## config.mk

```make
export PLATFORM = sky130hd
export DESIGN_NAME = calc_top
export DESIGN_NICKNAME = d
export VERILOG_FILES = /design/src/calc_pkg.sv /design/src/disp_pkg.sv /design/src/arith_unit.sv /design/src/bcd_display.sv /design/src/calc_fsm.sv /design/src/calc_top.sv /design/src/key_intake.sv /design/src/operand_entry.sv
export SDC_FILE = /design/constraint.sdc
export NUM_CORES = 1
export LEC_CHECK = 0
export BUFFER_PORTS_ARGS = -buffer_cell sky130_fd_sc_hd__buf_2
export CAP_MARGIN = 20
export CELL_PAD_IN_SITES_DETAIL_PLACEMENT = 1
export CELL_PAD_IN_SITES_GLOBAL_PLACEMENT = 1
export CORE_MARGIN = 1
export CORE_UTILIZATION = 40
export DETAILED_ROUTE_END_ITERATION = 8
export PLACE_DENSITY_LB_ADDON = 0.1
export SYNTH_ARGS = -nofsm -noshare
export SYNTH_HDL_FRONTEND = slang
export SYNTH_SLANG_ARGS = --single-unit
```

## constraint.sdc

```tcl
create_clock -name clk -period 5.4 [get_ports clk]
set_clock_uncertainty 0.15 [all_clocks]
set_input_delay 0.27 -clock clk [delete_from_list [all_inputs] [get_ports clk]]
set_output_delay 0.27 -clock clk [all_outputs]
set_load 0.005 [all_outputs]
```

## src/calc_pkg.sv

```systemverilog
package calc_pkg;

	////////////////////////////////////////
	// operand sizing
	////////////////////////////////////////

	localparam int opnd_w     = 14; // holds 9999
	localparam int max_digits = 4;

	////////////////////////////////////////
	// keypad codes, 0..9 are digits
	////////////////////////////////////////

	localparam logic [3:0] key_add = 4'd10;
	localparam logic [3:0] key_sub = 4'd11;
	localparam logic [3:0] key_clr = 4'd12;
	localparam logic [3:0] key_mul = 4'd13;
	localparam logic [3:0] key_eq  = 4'd14; // 15 is ignored

	// operator FSM states
	typedef enum logic [2:0] {
		st_left      = 3'd0, // first operand
		st_right_add = 3'd1,
		st_right_sub = 3'd2,
		st_right_mul = 3'd3,
		st_eq_add    = 3'd4, // answer on show
		st_eq_sub    = 3'd5,
		st_eq_mul    = 3'd6
	} calc_state_e;

	typedef enum logic [1:0] {
		op_add,
		op_sub,
		op_mul
	} alu_op_e;

endpackage

```

## src/disp_pkg.sv

```systemverilog
package disp_pkg;

	// answer magnitude, 9999 * 9999 needs 27 bits
	localparam int res_w = 27;

	// BCD readout
	localparam int num_digits = 8;
	localparam int digit_w    = 4;

endpackage

```

## src/arith_unit.sv

```systemverilog
`timescale 1ns/100ps

module arith_unit (
	input  logic                        clk,
	input  logic                        rst_n,
	input  logic                        alu_start,
	input  calc_pkg::alu_op_e           alu_op,
	input  logic [calc_pkg::opnd_w-1:0] op1,
	input  logic [calc_pkg::opnd_w-1:0] op2,
	output logic [disp_pkg::res_w-1:0]  result,
	output logic                        neg,
	output logic                        result_valid,
	output logic                        busy
);

	logic [disp_pkg::res_w-1:0] a_ext;
	logic [disp_pkg::res_w-1:0] b_ext;
	logic [disp_pkg::res_w-1:0] mcand; // shifts left
	logic [calc_pkg::opnd_w-1:0] mplier; // shifts right
	logic [3:0] bit_cnt;
	logic last_bit;

	assign a_ext = {{(disp_pkg::res_w - calc_pkg::opnd_w){1'b0}}, op1};
	assign b_ext = {{(disp_pkg::res_w - calc_pkg::opnd_w){1'b0}}, op2};
	assign last_bit = (bit_cnt == 4'(calc_pkg::opnd_w - 1));

	////////////////////////////////////////
	// control
	////////////////////////////////////////

	always_ff @(posedge clk or negedge rst_n)
	begin
		if (!rst_n)
		begin
			busy <= 1'b0;
			result_valid <= 1'b0;
			bit_cnt <= '0;
		end
		else if (alu_start)
		begin
			busy <= (alu_op == calc_pkg::op_mul);
			result_valid <= (alu_op != calc_pkg::op_mul); // add/sub done now
			bit_cnt <= 4'd1; // bit 0 handled at start
		end
		else if (busy)
		begin
			bit_cnt <= bit_cnt + 4'd1;
			if (last_bit)
			begin
				busy <= 1'b0;
				result_valid <= 1'b1;
			end
		end
	end

	////////////////////////////////////////
	// datapath, result doubles as accumulator
	////////////////////////////////////////

	always_ff @(posedge clk)
	begin
		if (alu_start)
		begin
			mcand <= a_ext << 1;
			mplier <= op2 >> 1;
			case (alu_op)
				calc_pkg::op_add:
				begin
					result <= a_ext + b_ext;
					neg <= 1'b0;
				end
				calc_pkg::op_sub:
				begin
					if (op1 < op2)
					begin
						result <= b_ext - a_ext; // magnitude only
						neg <= 1'b1;
					end
					else
					begin
						result <= a_ext - b_ext;
						neg <= 1'b0;
					end
				end
				default:
				begin
					result <= op2[0] ? a_ext : '0; // first partial product
					neg <= 1'b0;
				end
			endcase
		end
		else if (busy)
		begin
			if (mplier[0])
				result <= result + mcand;
			mcand <= mcand << 1;
			mplier <= mplier >> 1;
		end
	end

	// add/sub one edge later, multiply opnd_w edges later
	a_valid_after_start : assert property (@(posedge clk) disable iff (!rst_n)
		$rose(result_valid) |-> $past(alu_start, 1) || $past(alu_start, calc_pkg::opnd_w))
		else $error("result_valid rose without alu_start");

endmodule

```

## src/bcd_display.sv

```systemverilog
`timescale 1ns/100ps

module bcd_display (
	input  logic                        clk,
	input  logic                        rst_n,
	input  logic                        num_enable1,
	input  logic                        num_enable2,
	input  logic                        ans_enable,
	input  logic [calc_pkg::opnd_w-1:0] op1,
	input  logic [calc_pkg::opnd_w-1:0] op2,
	input  logic [disp_pkg::res_w-1:0]  result,
	input  logic                        neg,
	input  logic                        result_valid,
	output logic [disp_pkg::num_digits*disp_pkg::digit_w-1:0] digits,
	output logic                        digit_neg,
	output logic                        disp_valid
);

	logic [disp_pkg::res_w-1:0] sel_val;
	logic [disp_pkg::res_w-1:0] snap_val;
	logic [disp_pkg::res_w-1:0] sh; // binary bits still to shift in
	logic [2:0] sel;
	logic [2:0] snap_sel;
	logic sel_neg;
	logic snap_neg;
	logic conv_busy;
	logic [4:0] shift_cnt;
	logic match;

	// add 3 to every digit of 5 or more before the shift
	function automatic logic [disp_pkg::num_digits*disp_pkg::digit_w-1:0] add3(
		input logic [disp_pkg::num_digits*disp_pkg::digit_w-1:0] b);
		logic [disp_pkg::num_digits*disp_pkg::digit_w-1:0] r;
		r = b;
		for (int i = 0; i < disp_pkg::num_digits; i++)
			if (r[i*disp_pkg::digit_w +: disp_pkg::digit_w] >= 4'd5)
				r[i*disp_pkg::digit_w +: disp_pkg::digit_w] =
					r[i*disp_pkg::digit_w +: disp_pkg::digit_w] + 4'd3;
		return r;
	endfunction

	assign sel = {ans_enable, num_enable2, num_enable1};
	assign sel_neg = ans_enable & neg; // operands are never negative

	always_comb
		if (ans_enable)
			sel_val = result;
		else if (num_enable2)
			sel_val = {{(disp_pkg::res_w - calc_pkg::opnd_w){1'b0}}, op2};
		else
			sel_val = {{(disp_pkg::res_w - calc_pkg::opnd_w){1'b0}}, op1};

	assign match = (sel == snap_sel) && (sel_val == snap_val) && (sel_neg == snap_neg);
	assign disp_valid = !conv_busy && match && (!ans_enable || result_valid);
	assign digit_neg = snap_neg;

	////////////////////////////////////////
	// double dabble, one bit per cycle
	////////////////////////////////////////

	always_ff @(posedge clk or negedge rst_n)
	begin
		if (!rst_n)
		begin
			snap_sel <= '0; // forces a first conversion
			snap_val <= '0;
			snap_neg <= 1'b0;
			sh <= '0;
			digits <= '0;
			shift_cnt <= '0;
			conv_busy <= 1'b0;
		end
		else if (!conv_busy)
		begin
			if (!match) // load cycle
			begin
				snap_sel <= sel;
				snap_val <= sel_val;
				snap_neg <= sel_neg;
				sh <= sel_val;
				digits <= '0;
				shift_cnt <= '0;
				conv_busy <= 1'b1;
			end
		end
		else
		begin
			{digits, sh} <= {add3(digits), sh} << 1;
			shift_cnt <= shift_cnt + 5'd1;
			if (shift_cnt == 5'(disp_pkg::res_w - 1))
				conv_busy <= 1'b0;
		end
	end

endmodule

```

## src/calc_fsm.sv

```systemverilog
`timescale 1ns/100ps

module calc_fsm (
	input  logic              clk,
	input  logic              rst_n,
	input  logic              key_valid,
	input  logic [3:0]        key,
	output logic              num_enable1,
	output logic              num_enable2,
	output logic              ans_enable,
	output logic              alu_start,
	output calc_pkg::alu_op_e alu_op,
	output logic              clear
);

	calc_pkg::calc_state_e state;
	calc_pkg::calc_state_e next_state;
	calc_pkg::calc_state_e op_state; // right state picked by an operator key
	calc_pkg::calc_state_e eq_state; // equals state for the current operator
	logic is_op;

	assign is_op = (key == calc_pkg::key_add) || (key == calc_pkg::key_sub) ||
		(key == calc_pkg::key_mul);

	always_comb
	begin
		if (key == calc_pkg::key_add)
			op_state = calc_pkg::st_right_add;
		else if (key == calc_pkg::key_sub)
			op_state = calc_pkg::st_right_sub;
		else
			op_state = calc_pkg::st_right_mul;

		if (state == calc_pkg::st_right_add)
			eq_state = calc_pkg::st_eq_add;
		else if (state == calc_pkg::st_right_sub)
			eq_state = calc_pkg::st_eq_sub;
		else
			eq_state = calc_pkg::st_eq_mul;
	end

	////////////////////////////////////////
	// transitions, only on an accepted key
	////////////////////////////////////////

	always_comb
	begin
		next_state = state;
		if (key_valid)
		begin
			if (key == calc_pkg::key_clr)
				next_state = calc_pkg::st_left; // from anywhere
			else
				case (state)
					calc_pkg::st_left:
						if (is_op)
							next_state = op_state;
					calc_pkg::st_right_add, calc_pkg::st_right_sub, calc_pkg::st_right_mul:
						if (is_op)
							next_state = op_state; // last operator wins
						else if (key == calc_pkg::key_eq)
							next_state = eq_state;
					calc_pkg::st_eq_add, calc_pkg::st_eq_sub, calc_pkg::st_eq_mul:
						next_state = state; // answer held until clear
					default:
						next_state = calc_pkg::st_left;
				endcase
		end
	end

	always_ff @(posedge clk or negedge rst_n)
		if (!rst_n)
			state <= calc_pkg::st_left;
		else
			state <= next_state;

	////////////////////////////////////////
	// decoded outputs
	////////////////////////////////////////

	assign num_enable1 = (state == calc_pkg::st_left);
	assign num_enable2 = (state == calc_pkg::st_right_add) ||
		(state == calc_pkg::st_right_sub) || (state == calc_pkg::st_right_mul);
	assign ans_enable = (state == calc_pkg::st_eq_add) ||
		(state == calc_pkg::st_eq_sub) || (state == calc_pkg::st_eq_mul);

	always_comb
		case (state)
			calc_pkg::st_right_sub, calc_pkg::st_eq_sub: alu_op = calc_pkg::op_sub;
			calc_pkg::st_right_mul, calc_pkg::st_eq_mul: alu_op = calc_pkg::op_mul;
			default: alu_op = calc_pkg::op_add;
		endcase

	// ALU latches on the edge we enter the equals state
	assign alu_start = key_valid && (key == calc_pkg::key_eq) && num_enable2;
	assign clear = key_valid && (key == calc_pkg::key_clr);

	a_one_enable : assert property (@(posedge clk) disable iff (!rst_n)
		$onehot({num_enable1, num_enable2, ans_enable}))
		else $error("enables not one-hot");

endmodule

```

## src/calc_top.sv

```systemverilog
`timescale 1ns/100ps

module calc_top (
	input  logic        clk,
	input  logic        rst_n,
	input  logic        key_req,
	input  logic [3:0]  key_code,
	output logic        key_ack,
	output logic [31:0] digits,
	output logic        digit_neg,
	output logic        disp_valid
);

	logic key_valid;
	logic [3:0] key;
	logic num_enable1;
	logic num_enable2;
	logic ans_enable;
	logic alu_start;
	calc_pkg::alu_op_e alu_op;
	logic clear;
	logic [calc_pkg::opnd_w-1:0] op1;
	logic [calc_pkg::opnd_w-1:0] op2;
	logic [disp_pkg::res_w-1:0] result;
	logic neg;
	logic result_valid;
	logic busy;

	////////////////////////////////////////
	// keypad -> fsm/operands -> alu -> display
	////////////////////////////////////////

	key_intake u_intake (
		.clk       (clk),
		.rst_n     (rst_n),
		.key_req   (key_req),
		.key_code  (key_code),
		.busy      (busy),
		.key_ack   (key_ack),
		.key_valid (key_valid),
		.key       (key)
	);

	calc_fsm u_fsm (
		.clk         (clk),
		.rst_n       (rst_n),
		.key_valid   (key_valid),
		.key         (key),
		.num_enable1 (num_enable1),
		.num_enable2 (num_enable2),
		.ans_enable  (ans_enable),
		.alu_start   (alu_start),
		.alu_op      (alu_op),
		.clear       (clear)
	);

	operand_entry u_entry (
		.clk         (clk),
		.rst_n       (rst_n),
		.key_valid   (key_valid),
		.key         (key),
		.num_enable1 (num_enable1),
		.num_enable2 (num_enable2),
		.clear       (clear),
		.op1         (op1),
		.op2         (op2)
	);

	arith_unit u_alu (
		.clk          (clk),
		.rst_n        (rst_n),
		.alu_start    (alu_start),
		.alu_op       (alu_op),
		.op1          (op1),
		.op2          (op2),
		.result       (result),
		.neg          (neg),
		.result_valid (result_valid),
		.busy         (busy)
	);

	bcd_display u_disp (
		.clk          (clk),
		.rst_n        (rst_n),
		.num_enable1  (num_enable1),
		.num_enable2  (num_enable2),
		.ans_enable   (ans_enable),
		.op1          (op1),
		.op2          (op2),
		.result       (result),
		.neg          (neg),
		.result_valid (result_valid),
		.digits       (digits),
		.digit_neg    (digit_neg),
		.disp_valid   (disp_valid)
	);

endmodule

```

## src/key_intake.sv

```systemverilog
`timescale 1ns/100ps

module key_intake (
	input  logic       clk,
	input  logic       rst_n,
	input  logic       key_req,
	input  logic [3:0] key_code,
	input  logic       busy,
	output logic       key_ack,
	output logic       key_valid,
	output logic [3:0] key
);

	typedef enum logic {
		hs_idle,
		hs_ack
	} hs_state_e;

	hs_state_e state;
	logic accept;

	// no new key while the multiplier runs
	assign accept = (state == hs_idle) && key_req && !busy;
	assign key_ack = (state == hs_ack);

	always_ff @(posedge clk or negedge rst_n)
	begin
		if (!rst_n)
		begin
			state <= hs_idle;
			key_valid <= 1'b0;
		end
		else
		begin
			key_valid <= accept; // one cycle per key
			case (state)
				hs_idle:
					if (accept)
						state <= hs_ack;
				hs_ack:
					if (!key_req) // source released, drop ack
						state <= hs_idle;
				default:
					state <= hs_idle;
			endcase
		end
	end

	always_ff @(posedge clk)
		if (accept)
			key <= key_code;

	a_ack_needs_req : assert property (@(posedge clk) disable iff (!rst_n)
		$rose(key_ack) |-> $past(key_req))
		else $error("key_ack rose without key_req");

endmodule

```

## src/operand_entry.sv

```systemverilog
`timescale 1ns/100ps

module operand_entry (
	input  logic                        clk,
	input  logic                        rst_n,
	input  logic                        key_valid,
	input  logic [3:0]                  key,
	input  logic                        num_enable1,
	input  logic                        num_enable2,
	input  logic                        clear,
	output logic [calc_pkg::opnd_w-1:0] op1,
	output logic [calc_pkg::opnd_w-1:0] op2
);

	logic [calc_pkg::opnd_w-1:0] opnd [2];
	logic [2:0] cnt [2]; // digits taken so far
	logic [1:0] en;
	logic is_digit;

	assign en = {num_enable2, num_enable1};
	assign is_digit = (key <= 4'd9);

	always_ff @(posedge clk or negedge rst_n)
	begin
		if (!rst_n)
		begin
			for (int i = 0; i < 2; i++)
			begin
				opnd[i] <= '0;
				cnt[i] <= '0;
			end
		end
		else
		begin
			for (int i = 0; i < 2; i++)
			begin
				if (clear)
				begin
					opnd[i] <= '0;
					cnt[i] <= '0;
				end
				else if (key_valid && is_digit && en[i] &&
					cnt[i] != 3'(calc_pkg::max_digits))
				begin
					// x*10 as x*8 + x*2
					opnd[i] <= (opnd[i] << 3) + (opnd[i] << 1) +
						{{(calc_pkg::opnd_w - 4){1'b0}}, key};
					cnt[i] <= cnt[i] + 3'd1;
				end
			end
		end
	end

	assign op1 = opnd[0];
	assign op2 = opnd[1];

endmodule

```

==> out/metrics.cfg <==
[sta]
hold_viol=0
finalWorstSetupSlack_ns=1.04
setup_violations=0
max_freq_ghz=0.229
fin_crit_ns=4.36
fin_setup_tns_ns=0
tightest_slew_ns=0.877
finalMaxSlewViolations=0
final.period_utilization_pct=80.8
slew_headroom_pct=41.5
rsz0062_at_grt=false

[job]
max_cap_viol_count=0

[placed_design]
placed_cell_area_um2=16200
dp_hpwl_um=34600
place_congestion=0.873
dpl_worst_slack_ns=1.12
port_buffers=41

[yosys]
yosysMostFrequentCell=o21ai_0
ys_seq_area_share_pct=35.9
synth.distinct_cells=86
synth_edf_count=59
syn_avg_cell_area_um2=8.97
netlist_area_um2=15500
synth_nets=1873
yosysWarnings=0
synth_seq_cells=212
syn_inst=1723
async_reset_ff_share_pct=66.5
synth_ff_type=dfrtp_1
synthTopCellsByArea=dfrtp_1, edfxtp_1, ha_1, o21ai_0, a21oi_1
synth_common_cells=o21ai_0, dfrtp_1, nand2_1
synth_area_leader_cell=dfrtp_1
synth_top_area_share_pct=22.8

[layout]
seq_area_um2=5540
areaGrowthSynthToFinish_pct=11.8
fin_util_pct=45.6
fin_area_um2=17300
n_fill_cell=4373
final_nets=1907
multiInputGateArea_um2=9010
drive_gt1_share_pct=9.67
antennaDiodeCount=0

[grt]
grt.overflow.total=0
grtUsageTotal_pct=25.1
grt_max_degree=73
grt_pass1_vias=13500
antenna_found_initial=0
grt_pass1_wl_um=77000

[floorplanning]
ios=42
die_area_um2=39400
rows=71
start_util_pct=40.8
core-area_um2=37800
die_w_um=199
die_y_um=199

[worst_setup_path]
cp-start-kind=register
path_max_fanout=29
cp-startpoint=u_fsm.state[1]
worst_r2r_endpoint=u_alu.result[23]
cp-end-kind=primary output
r2r_cells=10
r2r_slack_ns=1.43
arrival_ns=3.94
required_ns=4.98
regToRegStartpoint=u_entry.op1[1]
crit_type=reg -> out

[clock_tree]
cts_resized=0
clkSinkCount=212
root_buffer=clkbuf_16
htree_levels=1
cts_tree=done
clk_latency_ns=0.57
cts_buffer_depth=3
cts_buffers=27
cts.clk_slew.worst_paths_ns=0.06

[drt]
drc=0
dr.first_iter.drc_count=821
wire_per_inst_um=21.2
wl_um=48500
detail-route-antenna-nets=0
wl_met3_um=1820
dr_total_vias=13200
met2WireLength_um=23000
top_layer=met4
met1_length_um=22400
firstDrtPassIters=5
via_per_inst=5.75

[power_and_ir_drop]
p_total_mw=9.92
p_leak_nw=7.70
ir_drop_v=0.000326
powerDensity_nw_per_um2=574

[run_status]
status=finished clean

[hold_path]
min_path_type=in -> async

-- layer usage --
layer | vias to the layer above | GRT usage, %
li1 | 6330 | -
met1 | 6562 | 33.4
met2 | 207 | 42.8
met3 | 62 | 3.41
met4 | 0 | 6.64
met5 | - | 0
-- power breakdown --
group / leakage [nW] / total, mW / internal [mW] / switching (mW)
Sequential: 2.48 / 2.68 / 2.09 / 0.591
Combinational: 4.74 / 5.32 / 2.19 / 3.13
Clock: 0.483 / 1.92 / 1.15 / 0.766
-- cell type report --
class	instances	share of cell area, %
tap	511	3.70
timing repair buffer	90	3.75
clock buffer	39	4.95
sequential	212	32.1
multi-input combinational	1297	52.1
clock inverter	11	0.580
inverter	129	2.80
-- critical path: stages, from the launching register on --
cell and delay (ns):
dfrtp_1 0.38, inv_2 0.44, mux2_2 0.43, o31ai_1 0.25
nand4b_1 0.14, or4_4 0.59, or4_1 0.53, nor2_1 0.25
o21a_1 0.23, buf_2 0.13
-- registers in the layout (all words and copies together) (netlist names), 4 cells and up --
signal,cells
u_disp.digits,32
u_alu.mplier,13
u_alu.mcand,26
u_entry.op2,14
u_alu.bit_cnt,4
u_entry.cnt,6
u_intake.key,4
u_disp.sh,27
u_disp.shift_cnt,5
u_disp.snap_val,27
u_entry.op1,14
u_alu.result,27
-- cells by family (layout without fill, tap and decap cells) --
family	Yosys count	after routing	synth area share (%)
compound gates	537	537	22.8
simple gates	505	505	16.6
buf+inv	214	269	5.97
flops	212	212	35.9
fa+ha+maj	143	143	12.0
xor+xnor	80	80	4.53
mux	32	32	2.26
-- cell usage in the layout (no fill, tap or decap), drive strengths merged, types with 9 or more instances in the layout --
| master | synthesis | layout |
|---|---|---|
| o21ai | 170 | 170 |
| dfrtp | 141 | 141 |
| nand2 | 138 | 138 |
| ha | 135 | 135 |
| inv | 128 | 131 |
| a21oi | 105 | 105 |
| nor2 | 93 | 93 |
| buf | 33 | 81 |
| nand3 | 74 | 74 |
| edfxtp | 59 | 59 |
| xnor2 | 54 | 54 |
| a21o | 46 | 46 |
| nor3 | 42 | 42 |
| clkbuf | 52 | 41 |
| nand2b | 31 | 31 |
| o21a | 26 | 26 |
| xor2 | 26 | 26 |
| nor2b | 24 | 24 |
| nor3b | 23 | 23 |
| mux2i | 21 | 21 |
| o31ai | 19 | 19 |
| a31oi | 16 | 16 |
| nand4 | 14 | 14 |
| a22o | 14 | 14 |
| o2bb2ai | 12 | 12 |
| dfxtp | 12 | 12 |
| and3 | 11 | 11 |
| o21bai | 11 | 11 |
| a311oi | 11 | 11 |
| mux2 | 11 | 11 |
| a211oi | 9 | 9 |
| and3b | 9 | 9 |
| o221a | 9 | 9 |
-- what timing repair did --
action | CTS | global route
hold endpoints to repair | 126 | 0
hold buffers | 7 | 0
setup buffers | 0 | 0
-- stage by stage --
stage,instances,hold slack (ns)
floorplan,1723,-0.176
global placement,2228,-0.0157
detailed placement,2228,-0.0148
CTS,2285,0.246
global route,2289,0.264
finish,2289,0.266
-- worst max-delay path by stage --
stage / to / slack [ns] / cells after the start
6_report: disp_valid / 1.04 / 9
3_3_place_gp: u_disp.snap_val[0] / 1.19 / 9
4_1_cts: disp_valid / 0.69 / 9
5_1_grt: disp_valid / 0.88 / 9
3_5_place_dp: u_disp.snap_val[0] / 1.12 / 9
2_1_floorplan: u_alu.result[5] / 1.92 / 12
Power figures use the tool's default switching activity.
